===== config.mk =====
export PLATFORM = sky130hd
export DESIGN_NAME = product_readout
export DESIGN_NICKNAME = d
export VERILOG_FILES = /design/src/logic/fixed_pkg.sv /design/src/logic/apb_pkg.sv /design/src/logic/product_readout.sv
export VERILOG_INCLUDE_DIRS = /design/src /design/src/logic
export SDC_FILE = /design/constraint.sdc
export NUM_CORES = 2
export LEC_CHECK = 0
export BUFFER_PORTS_ARGS = -buffer_cell sky130_fd_sc_hd__clkbuf_2
export CAP_MARGIN = 15
export CORE_AREA = 2 2 754 756
export DETAILED_ROUTE_END_ITERATION = 12
export DIE_AREA = 0 0 756 758
export SYNTH_ARGS = -nofsm -noshare
export SYNTH_HDL_FRONTEND = slang
export SYNTH_SLANG_ARGS = --single-unit

===== constraint.sdc =====
create_clock -name clk_mul -period 2.7 [get_ports clk_mul]
set_input_delay 0.405 -clock clk_mul [delete_from_list [all_inputs] [get_ports clk_mul]]
set_output_delay 0.405 -clock clk_mul [all_outputs]
set_load 0.05 [all_outputs]

===== src/logic/mul_macros.svh =====
/* outer product widths and address map */
`ifndef MUL_MACROS_SVH
`define MUL_MACROS_SVH

// q13 fixed point in a 26 bit word
`define MUL_DATA_W 26
`define MUL_FRAC_W 13

// gates, and elements per vector
`define MUL_N 4

// apb side
`define MUL_ADDR_W 12
`define MUL_WORD_W 32

// byte addresses
`define MUL_ADDR_W_BASE     12'h000
`define MUL_ADDR_Z_BASE     12'h040
`define MUL_ADDR_CTRL       12'h050
`define MUL_ADDR_START      12'h054
`define MUL_ADDR_STATUS     12'h058
`define MUL_ADDR_ZSNAP_BASE 12'h060
`define MUL_ADDR_RES_BASE   12'h100

`endif


===== src/logic/fixed_pkg.sv =====
/* fixed-point types */
`include "mul_macros.svh"

package fixed_pkg;

    typedef logic signed [`MUL_DATA_W-1:0] data_t;
    // full product before the q13 slice
    typedef logic signed [2*`MUL_DATA_W-1:0] prod_t;
    typedef logic [$clog2(`MUL_N)-1:0] idx_t;
    typedef logic [$clog2(`MUL_N*`MUL_N*`MUL_N)-1:0] res_idx_t;

    typedef struct packed {
        data_t e0;
        data_t e1;
        data_t e2;
        data_t e3;
    } vec_t;

    typedef struct packed {
        vec_t g0;
        vec_t g1;
        vec_t g2;
        vec_t g3;
    } wset_t;

    typedef struct packed {
        logic  mode;
        vec_t  z;
        wset_t w;
    } operand_t;

    // elem index is 16k+4i+j
    typedef struct packed {
        data_t [`MUL_N*`MUL_N*`MUL_N-1:0] elem;
        vec_t                             zsnap;
    } result_t;

    function automatic data_t vec_el(vec_t v, idx_t n);
        case (n)
            2'd0:    return v.e0;
            2'd1:    return v.e1;
            2'd2:    return v.e2;
            default: return v.e3;
        endcase
    endfunction

    // sign extend to a bus word
    function automatic logic [`MUL_WORD_W-1:0] to_word(data_t d);
        return {{(`MUL_WORD_W-`MUL_DATA_W){d[`MUL_DATA_W-1]}}, d};
    endfunction

endpackage


===== src/logic/apb_pkg.sv =====
/* apb bus types */
`include "mul_macros.svh"

package apb_pkg;

    typedef logic [`MUL_ADDR_W-1:0] addr_t;
    typedef logic [`MUL_WORD_W-1:0] word_t;

    typedef struct packed {
        logic  psel;
        logic  penable;
        logic  pwrite;
        addr_t paddr;
        word_t pwdata;
    } apb_req_t;

    // pready stays high, no wait states
    typedef struct packed {
        word_t prdata;
        logic  pready;
        logic  pslverr;
    } apb_rsp_t;

endpackage


===== src/logic/product_readout.sv =====
/* result store and readout */
`include "mul_macros.svh"

module product_readout (
    input  logic               clk_mul,
    input  logic               rst_n,
    input  fixed_pkg::result_t result,
    input  logic               result_valid,
    input  logic               start,
    input  apb_pkg::apb_req_t  req,
    input  logic               sel,
    output apb_pkg::apb_rsp_t  rsp,
    output logic               done,
    output fixed_pkg::vec_t    zsnap
);

    // byte span of the result window
    localparam int RES_BITS = $bits(fixed_pkg::res_idx_t) + 2;

    fixed_pkg::result_t    res_q;
    logic                  access;
    logic                  start_wr;
    apb_pkg::addr_t        word_addr;
    apb_pkg::addr_t        res_off;
    logic                  idx_ok;
    fixed_pkg::res_idx_t   idx;

    assign access    = sel && req.psel && req.penable;
    assign word_addr = {req.paddr[`MUL_ADDR_W-1:2], 2'b00};

    // start write on the bus, in the regfile range
    assign start_wr = req.psel && req.penable && req.pwrite &&
                      (word_addr == `MUL_ADDR_START);

    assign res_off = word_addr - `MUL_ADDR_RES_BASE;
    assign idx_ok  = (res_off[`MUL_ADDR_W-1:RES_BITS] == '0);
    assign idx     = res_off[RES_BITS-1:2];

    always_ff @(posedge clk_mul or negedge rst_n) begin
        if (!rst_n) begin
            res_q <= '0;
            done  <= 1'b0;
        end else begin
            if (result_valid) begin
                res_q <= result;
            end
            // a new start wins over a capture in the same cycle
            if (start_wr || start) begin
                done <= 1'b0;
            end else if (result_valid) begin
                done <= 1'b1;
            end
        end
    end

    assign zsnap = res_q.zsnap;

    always_comb begin
        rsp.prdata  = '0;
        rsp.pready  = 1'b1;
        rsp.pslverr = 1'b0;
        if (access) begin
            if (!req.pwrite && idx_ok) begin
                rsp.prdata = fixed_pkg::to_word(res_q.elem[idx]);
            end
            // results are read only
            rsp.pslverr = req.pwrite || !idx_ok;
        end
    end

endmodule


# Word level (Yosys, flattened, before mapping)
# Index checks and enable logic that the tools add are counted.
dict set report word_totals {
  ff_bits 1769
  input_bits 1820
  output_inout_bits 139
  elab_cells 91
}
dict set report op_classes {
  add_sub_neg 1
  n_lt_le_gt_ge 1
  n_eq_ne 1
  n_mux 7
  reduce_logical 12
}
# op n
set ops {}
lappend ops {{26-bit binary-select mux with 6-bit select} 1}
lappend ops {{32-bit two-way mux} 2}
lappend ops {{26-bit two-way mux} 1}
lappend ops {{12-bit by 9-bit subtractor with 12-bit output (second input constant)} 1}
lappend ops {{10-bit by 5-bit == test with 1-bit output (second input constant)} 1}
lappend ops {{6-bit by 7-bit < comparator with 1-bit output (second input constant)} 1}
lappend ops {{1-bit logical AND} 6}
lappend ops {{4-bit zero test} 1}
lappend ops {{1-bit two-way mux} 3}
lappend ops {{1-bit zero test} 2}
lappend ops {{1-bit logical OR} 2}
lappend ops {{2-bit nonzero test} 1}

# Longest topological paths before layout
dict set report depth {
  word_depth 5
  depth_mapped 11
}

# Least setup slack after synthesis
# OpenSTA, ideal clock, no wires.
dict set report synth_path {
  kind {in2out}
  from {input req[36] (netlist bit)}
  to {output rsp[28] (netlist bit)}
  arrival_ns 3.099
  setup_slack_ns -0.804
  cell_stages 9
  n_path_buf 5
  cell_sequence {buf_4 > buf_4 > buf_4 > nand2_1 > buf_2 > o22ai_1 > or4_1 > a31oi_1 > buf_4}
}
# item line_no
set synth_rtl {}
lappend synth_rtl {{from (decl)} product_readout.sv:10} ;# input apb_pkg::apb_req_t req,
lappend synth_rtl {{to (decl)} product_readout.sv:12} ;# output apb_pkg::apb_rsp_t rsp,

==> summary by stage <==
Outcome
The flow ran to the end, but the final reports show violations. The checks that failed: setup timing.

Synthesis
The number of warnings reported in the yosys synthesis log is 0. In this run, synthesis inferred 0 flip-flops with an integrated enable. The mean area per synthesized cell is about 16 um^2.

The largest area contributor in the synthesized netlist is dfrtp_1. The async set-reset flop share out of synthesis is 100%. The number of storage elements in the synthesis netlist is 1769. The post-synthesis cell count is 5005. Yosys attributes the largest share of cell area to dfrtp_1, mux2_2, mux4_2, mux2i_1, buf_4. The number of library cell types mapped by synthesis is 59. In this run the biggest area consumer among cell types represents a little under three fifths of the synthesized area. The post-synthesis cell area is 79700 um^2. The most used flip-flop cell after synthesis is dfrtp_1. After synthesis, flip-flops and latches occupy 55.6% of the total area. Synthesis produced a netlist with a net count of 6825.

Global route
The number of antenna violations at the first check in global routing is between 400 and 500. The first global-routing pass estimated roughly 660000 um of wire. The maximum number of pins on one net before global-route repair is 124. The remaining global-route overflow is 0. The global-route usage over all layers is 17.2%. The via count of the first global-routing pass was 69500.

Route
The per-cell via count in the routed design is 3.91. The detailed-router iteration count before antenna repair is 10. After detailed routing, the total wire length is around 500000 um. Dividing the detail-routed wire length by the instance count gives 30.4 um. The post-route DRC violation count is 0. The violation count after the first detailed-routing iteration is ~4800.

The detail route stage leaves a number of antenna-violating nets equal to 0. The number of vias after detailed routing is roughly 66000.

Die
The die outline width is 756 um. The number of top-level pins is 1959. The floorplan step defined a die boundary enclosing ~570000 um^2. After floorplanning, the core was sized to cover 564000 um^2.

The chip height is 758 um. The initial cell density of the core is between 10 and 15%. The number of placement rows is 276.

Timing
The post-route worst setup slack is -1.45 ns. The worst path in the final design needs a cycle of 4.15 ns, including I/O delays and setup. For this run, the top clock speed supported by timing is 0.241 GHz.

The number of hold violations in the final report is 0. The headroom to the max-slew limit is 27.5%. The sum of negative setup slack is -33.22 ns. Setup violations remaining at the end of the flow were counted as 32. The final count of pins violating max slew is 0. The worst clock skew is 0 ns.

The transition time at the pin with the least slew margin is around 1.1 ns. The post-route worst hold slack is 0.152 ns. The final cycle utilization of the critical path is 154%. Setup repair after global routing could not meet its margin everywhere.

Setup path
For the worst setup path, the data required time is 2.30 ns. The most numerous cell type found on the critical path is buf_12. At the worst endpoint, the arrival time is around 3.7 ns. Walking the worst path, the cells encountered are mux4_2, mux2i_1, buf_4, a22oi_2, buf_6, nand4_1, buf_12, a31oi_4, buf_12.

The maximum fanout along the worst path is 2. The endpoint identified for the worst register-to-register timing path is res_q[515]. The worst reg2reg path startpoint is res_q[515]. In this run the register-to-register setup slack is 1.64 ns. The startpoint class of the critical path is a register. The critical path's slowest cell is nand4_1. The category of the critical setup timing path is reg -> out. Grouping stages by cell kind, the critical path spends the most delay in buffers and inverters. The worst setup path is captured at an output pin. For the worst flop-to-flop path, the logic depth is 3. For this run, the slowest stage of the critical path takes 0.51 ns. The number of buffers and inverters on the critical path is 4.

Placed design
The total cell area at the placement stage is roughly 100000 um^2. Once placement completed, the tool counted placed cells totaling 14500. After legalization and detailed placement, the total HPWL measured approximately 420000 um. The congestion estimate from routability-driven global placement came to 0.905. The count of buffers added on input and output ports is 1923.

Cells and area
The multi-input combinational cells in the finished layout cover a total of 34100 um^2. Across the whole layout, storage elements account for 44300 um^2. The non-filler instance count after layout is ~17000. The post-route standard cell area excluding fillers is 130000 um^2.

The post-route core utilization is 23.0%. The layout overhead on the synthesized area is 63.1%. The share of post-route cells with drive strength above 1 is 56.2%.

The number of filler instances in the final layout is between 50000 and 60000. In the final design database the tool counted 10800 nets.

Clock tree
In this run the deepest clock path goes through 4 buffers. The clock tree from TritonCTS is done. The H-tree depth is 4. The insertion delay to the later sink of the worst-skew pair is 0.91 ns. Counting the buffers created by CTS gives 205. The clock root buffer master is clkbuf_16. The clock transition at the register clock pins on the worst setup and hold paths after CTS is 0.06 ns.

CTS saw 1769 sinks.

Flow run
Across the run, the number of max-cap violations was 0.

Power
VDD sags by at most about 550 uV. The leakage power summed over all cells is 0.0546 uW. The power density relative to cell area is 591 nW/um^2.

Min path
The path class of the tightest hold or removal check is in -> async.
[repair_timing]
item	CTS	global route
hold endpoints to repair	2331	0
resized for setup	254	47
setup endpoints to repair	32	32
buffers inserted	15	11
pin swaps	54	31
hold buffers	1771	0
gates cloned	2	0
[cells in the mapped netlist, types with 18 or more instances]
| master | count |
|---|---|
| mux2i_1 | 196 |
| a221oi_1 | 18 |
| a22oi_1 | 31 |
| mux4_2 | 336 |
| buf_4 | 153 |
| o22ai_1 | 52 |
| clkbuf_1 | 163 |
| dfrtp_1 | 1769 |
| nand3_1 | 29 |
| mux2_2 | 1793 |
| buf_2 | 99 |
| buf_6 | 29 |
| nand2_1 | 67 |
| a31oi_1 | 31 |
| nor2_1 | 52 |
[power by group]
group	switching, uW	internal (uW)	total, uW
clock network	12400	17100	29400
registers	1860	29200	31000
logic	8230	8020	16300
total	22500	54300	76800
[placed cells by master (no fill, tap or decap), types with 13 or more instances in the layout]
master and n:
dlygate4sd3_1 1771, buf_4 367, nand3_1 15, clkbuf_1 31, buf_12 184, nor2_1 42, mux2_2 1793, o211ai_1 15
a22oi_1 18, clkbuf_16 207, or3_1 13, buf_6 42, a22oi_2 13, clkbuf_2 1882, mux2i_1 169, o22ai_1 38
nand2_1 53, mux2i_4 19, a31oi_4 26, clkinv_2 34, dfrtp_1 1765, mux4_2 340, clkbuf_8 67, diode_2 253
[worst max-delay path by stage]
stage                from  endpoint  slack (ns)  depth (start not counted)
2_1_floorplan     req[34]   rsp[28]       -0.21                          8
3_3_place_gp      req[36]    rsp[5]       -3.16                         10
3_5_place_dp      req[35]    rsp[8]       -2.15                         13
4_1_cts        res_q[727]   rsp[32]       -1.71                         10
5_1_grt        res_q[649]   rsp[33]       -1.66                         10
6_report       res_q[709]    rsp[9]       -1.45                          9
[through the flow]
step	worst slack, ns	power, uW
floorplan	-0.215	36900
global placement	-3.16	44600
detailed placement	-2.15	44800
CTS	-1.71	77500
global route	-1.66	79500
finish	-1.45	76800
[layout make-up]
class	instances	share of cell area (%)
inverters	3	0.0106
flip-flops and latches	1769	34.1
clock buffers	303	4.76
repair buffers	4264	26.5
diodes	253	0.487
clock inverters	72	0.693
multi-input cells	2768	26.2
well taps	7506	7.23
[state kept, by name (all words and copies together) (netlist names)]
| signal | cells |
|---|---|
| res_q | 1664 |
| zsnap | 104 |
| done | 1 |
[worst reg2reg max path, cell delays in order (launching register included)]
cell     delay [ns]
dfrtp_1        0.43
buf_4          0.16
buf_4          0.12
mux2_2         0.25
[cell families after synthesis]
family,share of synthesized area (%)
compound gates,1.93
mux,37.6
buf+inv,3.54
other cells,0.00471
simple gates,1.31
flops,55.6
[layer usage]
layer	wire, um	GRT usage [%]	vias to the layer above	share of wire (%)
met5	959	0	-	0.19
met4	28300	7.65	144	5.5
met3	38600	4.53	1356	7.5
met2	226000	26.8	3697	44
met1	220000	22.4	34100	43
li1	-	-	27000	-
(Power assumes the default switching activity.)
