### src/logic/mul_macros.svh
/* outer product widths and address map */
`ifndef MUL_MACROS_SVH
`define MUL_MACROS_SVH

// q13 fixed point in a 26 bit word
`define MUL_DATA_W 26
`define MUL_FRAC_W 13

// gates, and elements per vector
`define MUL_N 4

// apb side
`define MUL_ADDR_W 12
`define MUL_WORD_W 32

// byte addresses
`define MUL_ADDR_W_BASE     12'h000
`define MUL_ADDR_Z_BASE     12'h040
`define MUL_ADDR_CTRL       12'h050
`define MUL_ADDR_START      12'h054
`define MUL_ADDR_STATUS     12'h058
`define MUL_ADDR_ZSNAP_BASE 12'h060
`define MUL_ADDR_RES_BASE   12'h100

`endif

### src/logic/fixed_pkg.sv
/* fixed-point types */
`include "mul_macros.svh"

package fixed_pkg;

    typedef logic signed [`MUL_DATA_W-1:0] data_t;
    // full product before the q13 slice
    typedef logic signed [2*`MUL_DATA_W-1:0] prod_t;
    typedef logic [$clog2(`MUL_N)-1:0] idx_t;
    typedef logic [$clog2(`MUL_N*`MUL_N*`MUL_N)-1:0] res_idx_t;

    typedef struct packed {
        data_t e0;
        data_t e1;
        data_t e2;
        data_t e3;
    } vec_t;

    typedef struct packed {
        vec_t g0;
        vec_t g1;
        vec_t g2;
        vec_t g3;
    } wset_t;

    typedef struct packed {
        logic  mode;
        vec_t  z;
        wset_t w;
    } operand_t;

    // elem index is 16k+4i+j
    typedef struct packed {
        data_t [`MUL_N*`MUL_N*`MUL_N-1:0] elem;
        vec_t                             zsnap;
    } result_t;

    function automatic data_t vec_el(vec_t v, idx_t n);
        case (n)
            2'd0:    return v.e0;
            2'd1:    return v.e1;
            2'd2:    return v.e2;
            default: return v.e3;
        endcase
    endfunction

    // sign extend to a bus word
    function automatic logic [`MUL_WORD_W-1:0] to_word(data_t d);
        return {{(`MUL_WORD_W-`MUL_DATA_W){d[`MUL_DATA_W-1]}}, d};
    endfunction

endpackage

### src/logic/apb_pkg.sv
/* apb bus types */
`include "mul_macros.svh"

package apb_pkg;

    typedef logic [`MUL_ADDR_W-1:0] addr_t;
    typedef logic [`MUL_WORD_W-1:0] word_t;

    typedef struct packed {
        logic  psel;
        logic  penable;
        logic  pwrite;
        addr_t paddr;
        word_t pwdata;
    } apb_req_t;

    // pready stays high, no wait states
    typedef struct packed {
        word_t prdata;
        logic  pready;
        logic  pslverr;
    } apb_rsp_t;

endpackage

### src/logic/weight_regfile.sv
/* operand register file */
`include "mul_macros.svh"

module weight_regfile (
    input  logic                clk_mul,
    input  logic                rst_n,
    input  apb_pkg::apb_req_t   req,
    input  logic                sel,
    output apb_pkg::apb_rsp_t   rsp,
    output fixed_pkg::operand_t operand,
    output logic                start
);

    // byte span of one vector, and of the whole weight set
    localparam int VEC_BITS = $bits(fixed_pkg::idx_t) + 2;
    localparam int SET_BITS = VEC_BITS + $bits(fixed_pkg::idx_t);

    fixed_pkg::data_t [0:`MUL_N-1][0:`MUL_N-1] w_q;
    fixed_pkg::data_t [0:`MUL_N-1]             z_q;
    logic                                      mode_q;

    logic             access;
    logic             wr;
    apb_pkg::addr_t   word_addr;
    apb_pkg::addr_t   w_off;
    apb_pkg::addr_t   z_off;
    apb_pkg::addr_t   zsnap_off;
    logic             is_w;
    logic             is_z;
    logic             is_ctrl;
    logic             is_start;
    logic             is_status;
    logic             is_zsnap;
    logic             unmapped;
    fixed_pkg::idx_t  gate_k;
    fixed_pkg::idx_t  elem_i;
    fixed_pkg::idx_t  elem_j;
    fixed_pkg::data_t wdata;

    assign access = sel && req.psel && req.penable;
    assign wr     = access && req.pwrite;
    assign wdata  = req.pwdata[`MUL_DATA_W-1:0];

    assign word_addr = {req.paddr[`MUL_ADDR_W-1:2], 2'b00};
    assign w_off     = word_addr - `MUL_ADDR_W_BASE;
    assign z_off     = word_addr - `MUL_ADDR_Z_BASE;
    assign zsnap_off = word_addr - `MUL_ADDR_ZSNAP_BASE;

    assign is_w      = (w_off[`MUL_ADDR_W-1:SET_BITS] == '0);
    assign is_z      = (z_off[`MUL_ADDR_W-1:VEC_BITS] == '0);
    assign is_ctrl   = (word_addr == `MUL_ADDR_CTRL);
    assign is_start  = (word_addr == `MUL_ADDR_START);
    assign is_status = (word_addr == `MUL_ADDR_STATUS);
    assign is_zsnap  = (zsnap_off[`MUL_ADDR_W-1:VEC_BITS] == '0);
    assign unmapped  = !(is_w || is_z || is_ctrl || is_start || is_status || is_zsnap);

    assign gate_k = w_off[SET_BITS-1:VEC_BITS];
    assign elem_i = w_off[VEC_BITS-1:2];
    assign elem_j = z_off[VEC_BITS-1:2];

    // e0 is the msb field, the same as index 0
    assign operand = '{
        mode: mode_q,
        z:    fixed_pkg::vec_t'(z_q),
        w:    fixed_pkg::wset_t'(w_q)
    };

    always_ff @(posedge clk_mul or negedge rst_n) begin
        if (!rst_n) begin
            w_q    <= '0;
            z_q    <= '0;
            mode_q <= 1'b0;
            start  <= 1'b0;
        end else begin
            // one cycle pulse after the start write
            start <= wr && is_start;
            if (wr && is_w) begin
                w_q[gate_k][elem_i] <= wdata;
            end
            if (wr && is_z) begin
                z_q[elem_j] <= wdata;
            end
            if (wr && is_ctrl) begin
                mode_q <= req.pwdata[0];
            end
        end
    end

    always_comb begin
        rsp.prdata  = '0;
        rsp.pready  = 1'b1;
        rsp.pslverr = 1'b0;
        if (access) begin
            if (!req.pwrite) begin
                if (is_w) begin
                    rsp.prdata = fixed_pkg::to_word(w_q[gate_k][elem_i]);
                end else if (is_z) begin
                    rsp.prdata = fixed_pkg::to_word(z_q[elem_j]);
                end else if (is_ctrl) begin
                    rsp.prdata = {{(`MUL_WORD_W-1){1'b0}}, mode_q};
                end
            end
            // status and zsnap data are filled in by the top level
            rsp.pslverr = unmapped || (req.pwrite && (is_status || is_zsnap));
        end
    end

endmodule

### config.mk
export PLATFORM = sky130hd
export DESIGN_NAME = weight_regfile
export DESIGN_NICKNAME = d
export VERILOG_FILES = /design/src/logic/fixed_pkg.sv /design/src/logic/apb_pkg.sv /design/src/logic/weight_regfile.sv
export VERILOG_INCLUDE_DIRS = /design/src /design/src/logic
export SDC_FILE = /design/constraint.sdc
export NUM_CORES = 1
export LEC_CHECK = 0
export BUFFER_PORTS_ARGS = -buffer_cell sky130_fd_sc_hd__clkbuf_2
export CAP_MARGIN = 15
export CORE_AREA = 2 2 234 236
export CTS_CLUSTER_DIAMETER = 50
export DETAILED_ROUTE_END_ITERATION = 7
export DIE_AREA = 0 0 236 238
export PLACE_DENSITY = 0.73
export SYNTH_ARGS = -nofsm -noshare
export SYNTH_HDL_FRONTEND = slang
export SYNTH_SLANG_ARGS = --single-unit
### constraint.sdc
create_clock -name clk_mul -period 2.6 [get_ports clk_mul]
set_input_delay 0.26 -clock clk_mul [delete_from_list [all_inputs] [get_ports clk_mul]]
set_output_delay 0.26 -clock clk_mul [all_outputs]
set_load 0.03 [all_outputs]
==> Yosys cells after proc, flatten, opt, wreduce, memory -nomap -nowiden <==
Cells that the tools add are included.
{ "op_classes": {"div_mod_pow": 0, "addsub": 2, "n_shift": 0, "magnitude_cmp": 6, "reduce_logical": 22, "bitwise": 3, "n_mul": 0, "mux": 23, "eq_ne": 3} }
{ "op_table": {"columns": ["operator", "n"], "rows": [
  ["bitwise mux 416 bit", 1],
  ["two-way mux 104 bit", 3],
  ["binary-select mux 104 bit (select 2 bit)", 1],
  ["demux 104 bit (select 2 bit)", 1],
  ["two-way mux 26 bit", 6],
  ["two-way mux 32 bit", 4],
  ["binary-select mux 26 bit (select 2 bit)", 2],
  ["bitwise mux 104 bit", 1],
  ["demux 26 bit (select 2 bit)", 2],
  ["equality test 10 x 5 -> 1 bit, second input constant", 3],
  ["subtractor 12 x 7 -> 12 bit, second input constant", 2],
  ["zero test 8 bit", 2],
  ["logical AND 1 bit", 11],
  [">= comparator 3 bit, second input constant", 3],
  ["< comparator 3 x 1 -> 1 bit, second input constant", 3],
  ["NOT 2 -> 3 bit", 3],
  ["logical OR 1 bit", 7],
  ["zero test 6 bit", 1],
  ["two-way mux 1 bit", 2],
  ["zero test 1 bit", 1]
]} }
{ "word_totals": {"rom_bits": 0, "out_inout_bits": 556, "reg_bits": 522, "ram_bits": 0, "latchBits": 0, "memories": 0} }

==> Logic depth before layout (Yosys ltp) <==
{ "depth": {"ltp_word": 10, "ltp_mapped": 7} }

==> Worst setup path before layout <==
Ideal clock, no wire load.
{ "synth_timing": {"path_kind": "in2out", "startpoint": "input port req[37] (netlist bit)", "endpoint": "output port rsp[0] (netlist bit)", "t_required_ns": 2.340, "path_slack_ns": -0.501, "stages": 5, "arrival_ns": 2.841, "path_cell_list": "clkbuf_1 clkbuf_1 buf_1 nor3_1 a2111oi_0"} }
{ "synth_lines": {"columns": ["element", "line", "source"], "rows": [
  ["from (decl)", "weight_regfile.sv:7", "input apb_pkg::apb_req_t req,"],
  ["to (decl)", "weight_regfile.sv:9", "output apb_pkg::apb_rsp_t rsp,"]
]} }

==> results.cfg <==
[status]
outcome = complete, no violations

[route]
dr.pass1.iters = 5
viasPerCell = 5.84
drc = 0
wire_per_inst_um = 30.1
ant_nets = 0
wl_mm = 86.3
wl_met1_mm = 31.2
first_iter_violations = 829
highest_layer = met5
met2_length_mm = 44.2
wl_met3_mm = 7.51
vias = 16700

[cts]
numCtsBuffers = 66
clock_path_buffers = 3
cts-root-buf = clkbuf_16
cts_tree = built
clkTransAtPathRegs_ps = 60
clock_sinks = 522
clkLatencyLatePin_ps = 590
ctsHtreeMaxLevel = 3

[flow_run]
max-cap-violations = 0

[timing]
tightestPinTransition_ps = 760
setup_viol = 0
rsz0062_at_grt = no
timing.slew.headroom_pct = 49.3
fin_worst_skew_ps = 0
fmax_mhz = 391
setup_tns_ps = 0
holdWs_ps = 68.8
slew_viol_final = 0
min_period_ps = 2560
finalCritPeriodShare_pct = 98.4
hold_violations = 0

[yosys]
synth_top_family_by_area = multiplexers
avgSynthCellArea_um2 = 16.1
synthAdderAreaFrac_pct = 0.0510
ys_warn_count = 0
netlist.area_leader.share_pct = 53.3
synth_top_cell_by_area = dfrtp_1
synth_simple_gate_area_share_pct = 2.18
syn-num-nets = 1573
ys_ff_latch = 522
synth.distinct_cells = 40
seq_area_frac_synth_pct = 53.3
synth_enable_flop_cells = 0
synth_area_mm2 = 0.0245
synth_commonest_cells = 522 x dfrtp_1, 297 x mux2_2, 150 x mux2_1
synthArstFlopShare_pct = 100
synth-xor-area-share_pct = 0
syn_inst = 1522
synth_top_flop_cell = dfrtp_1
synth_compound_area_share_pct = 1.12
synth.most_common_cell = dfrtp_1
synthTopCellsByArea = dfrtp_1 53%, mux2_2 14%, mux4_2 12%, mux2_1 6.9%, mux2_4 6.1%
synthMuxAreaShare_pct = 39.6

[floorplan]
core-area_mm2 = 0.0535
ioPinCount = 606
rows = 85
dieArea_mm2 = 0.0562
die_y_um = 238
die_w_um = 236
initial_core_util_pct = 45.8

[finish]
design_area_mm2 = 0.0311
layout-drive-gt1-share_pct = 62.2
area_growth_pct = 27.0
nNetsFinal = 2177

[placement]
io_buffer_count = 596
placed_area_mm2 = 0.0289
gp_congestion = 0.907
hpwlAfterDp_mm = 62.3

[worst_setup_path]
worstPathMaxFanout = 3
path_class = reg2out
crit_slowest_cell = mux4_2
critPathArrivalTime_ps = 2300
endpoint_kind = output pin
cp_top_family = multiplexers
worst_setup_path_start_kind = flop
cp_cell_sequence = mux4_2, mux2_2, nand2_1, o221ai_2, clkbuf_4
crit_required_ps = 2340
crit_buf_inv = 1
crit_path_max_incr_delay_ps = 480

[power]
ir_drop_mv = 0.451
leakage_nw = 16.6
cellPowerDensity_mw_per_mm2 = 578

[min_path]
hold_class = in2reg

[global_route]
antenna_found_initial = 2
track_usage_pct = 30.8
grt_first_pass_wirelength_mm = 126
grt_max_degree = 73
grt_pass1_vias = 17800
overflow = 0
-- state kept, by name, summed over array words and instances (netlist names) --
signal   flops
mode_q       1
operand    520
start        1
-- power by group --
group | internal (W) | switching, W
sequential | 0.00815 | 0.0000170
combinational | 0.000258 | 0.000590
clock | 0.00538 | 0.00361
-- routing by layer --
layer / global-route usage, % / vias up
li1: - / 6874
met1: 35.3 / 8933
met2: 54.1 / 761
met3: 9.16 / 173
met4: 12.4 / 2
met5: 0 / -
-- worst paths after layout --
path / start / to / slack, ps / cells after the start
worst min register to register: operand[71]$_DFFE_PN0P_ / operand[71]$_DFFE_PN0P_ / 510 / 1
worst max-delay path: operand[47]$_DFFE_PN0P_ / rsp[23] / 40 / 5
min in group asynchronous: rst_n / operand[319]$_DFFE_PN0P_ / 260 / 2
worst max register to register: operand[101]$_DFFE_PN0P_ / operand[101]$_DFFE_PN0P_ / 1690 / 2
max in group asynchronous: rst_n / operand[435]$_DFFE_PN0P_ / 1410 / 3
worst min-delay path: req[46] / start$_DFF_PN0_ / 70 / 3
-- through the flow --
stage	cells	setup slack, ps	util, %	total power (W)
after detailed placement	2748	74.2	53.9	0.00917
after floorplan	1522	63.8	-	0.00868
after CTS	2868	3.48	58.2	0.0182
after global routing	2868	2.07	58.2	0.0186
after global placement	2748	48.2	53.9	0.00915
final	2869	42.0	58.2	0.0180
-- layout by cell type (no fill, tap or decap), types with 5 or more instances in the layout --
cell         n
clkbuf_2   580
clkinv_2    10
mux2i_1     25
clkbuf_4     7
nand2_1     25
inv_1       25
mux2_2     295
buf_12      44
o221ai_2     6
o221ai_1    18
clkbuf_16   68
clkbuf_8     8
buf_4       52
clkbuf_1    15
dfrtp_1    522
mux4_2     129
mux2_1     150
nor3_4      13
nand3_1      5
mux2_4     102
or3_2        7
-- repair_timing --
item / in CTS / in global routing
pin swaps: 0 / 1
resized for setup: 23 / 6
hold buffers: 1 / 0
endpoints found under the setup margin: 14 / 10
buffers inserted: 5 / 0
endpoints found under the hold margin: 57 / 0
cloned: 0 / 0
-- layout make-up --
| cell class | count | area (um2) |
|---|---|---|
| Antenna cell | 1 | 2.50 |
| Clock buffer | 88 | 1830 |
| Clock inverter | 26 | 304 |
| Fill cell | 4171 | 22400 |
| Inverter | 25 | 93.8 |
| Multi-Input combinational cell | 820 | 10700 |
| Sequential cell | 522 | 13100 |
| Tap cell | 696 | 871 |
| Timing Repair Buffer | 691 | 4310 |
-- worst min-delay path, cell delays in order --
cell	delay, ps
clkbuf_2	100
nand4_1	190
nor4_1	80
-- cells by family after synthesis --
| logic type | count (synthesis) |
|---|---|
| AO/OA/AOI/OAI | 32 |
| adder cells (fa/ha/maj) | 1 |
| buffers and inverters | 180 |
| flip-flops | 522 |
| multiplexers | 702 |
| other | 1 |
| AND/OR/NAND/NOR | 84 |
(Power assumes the default switching activity.)
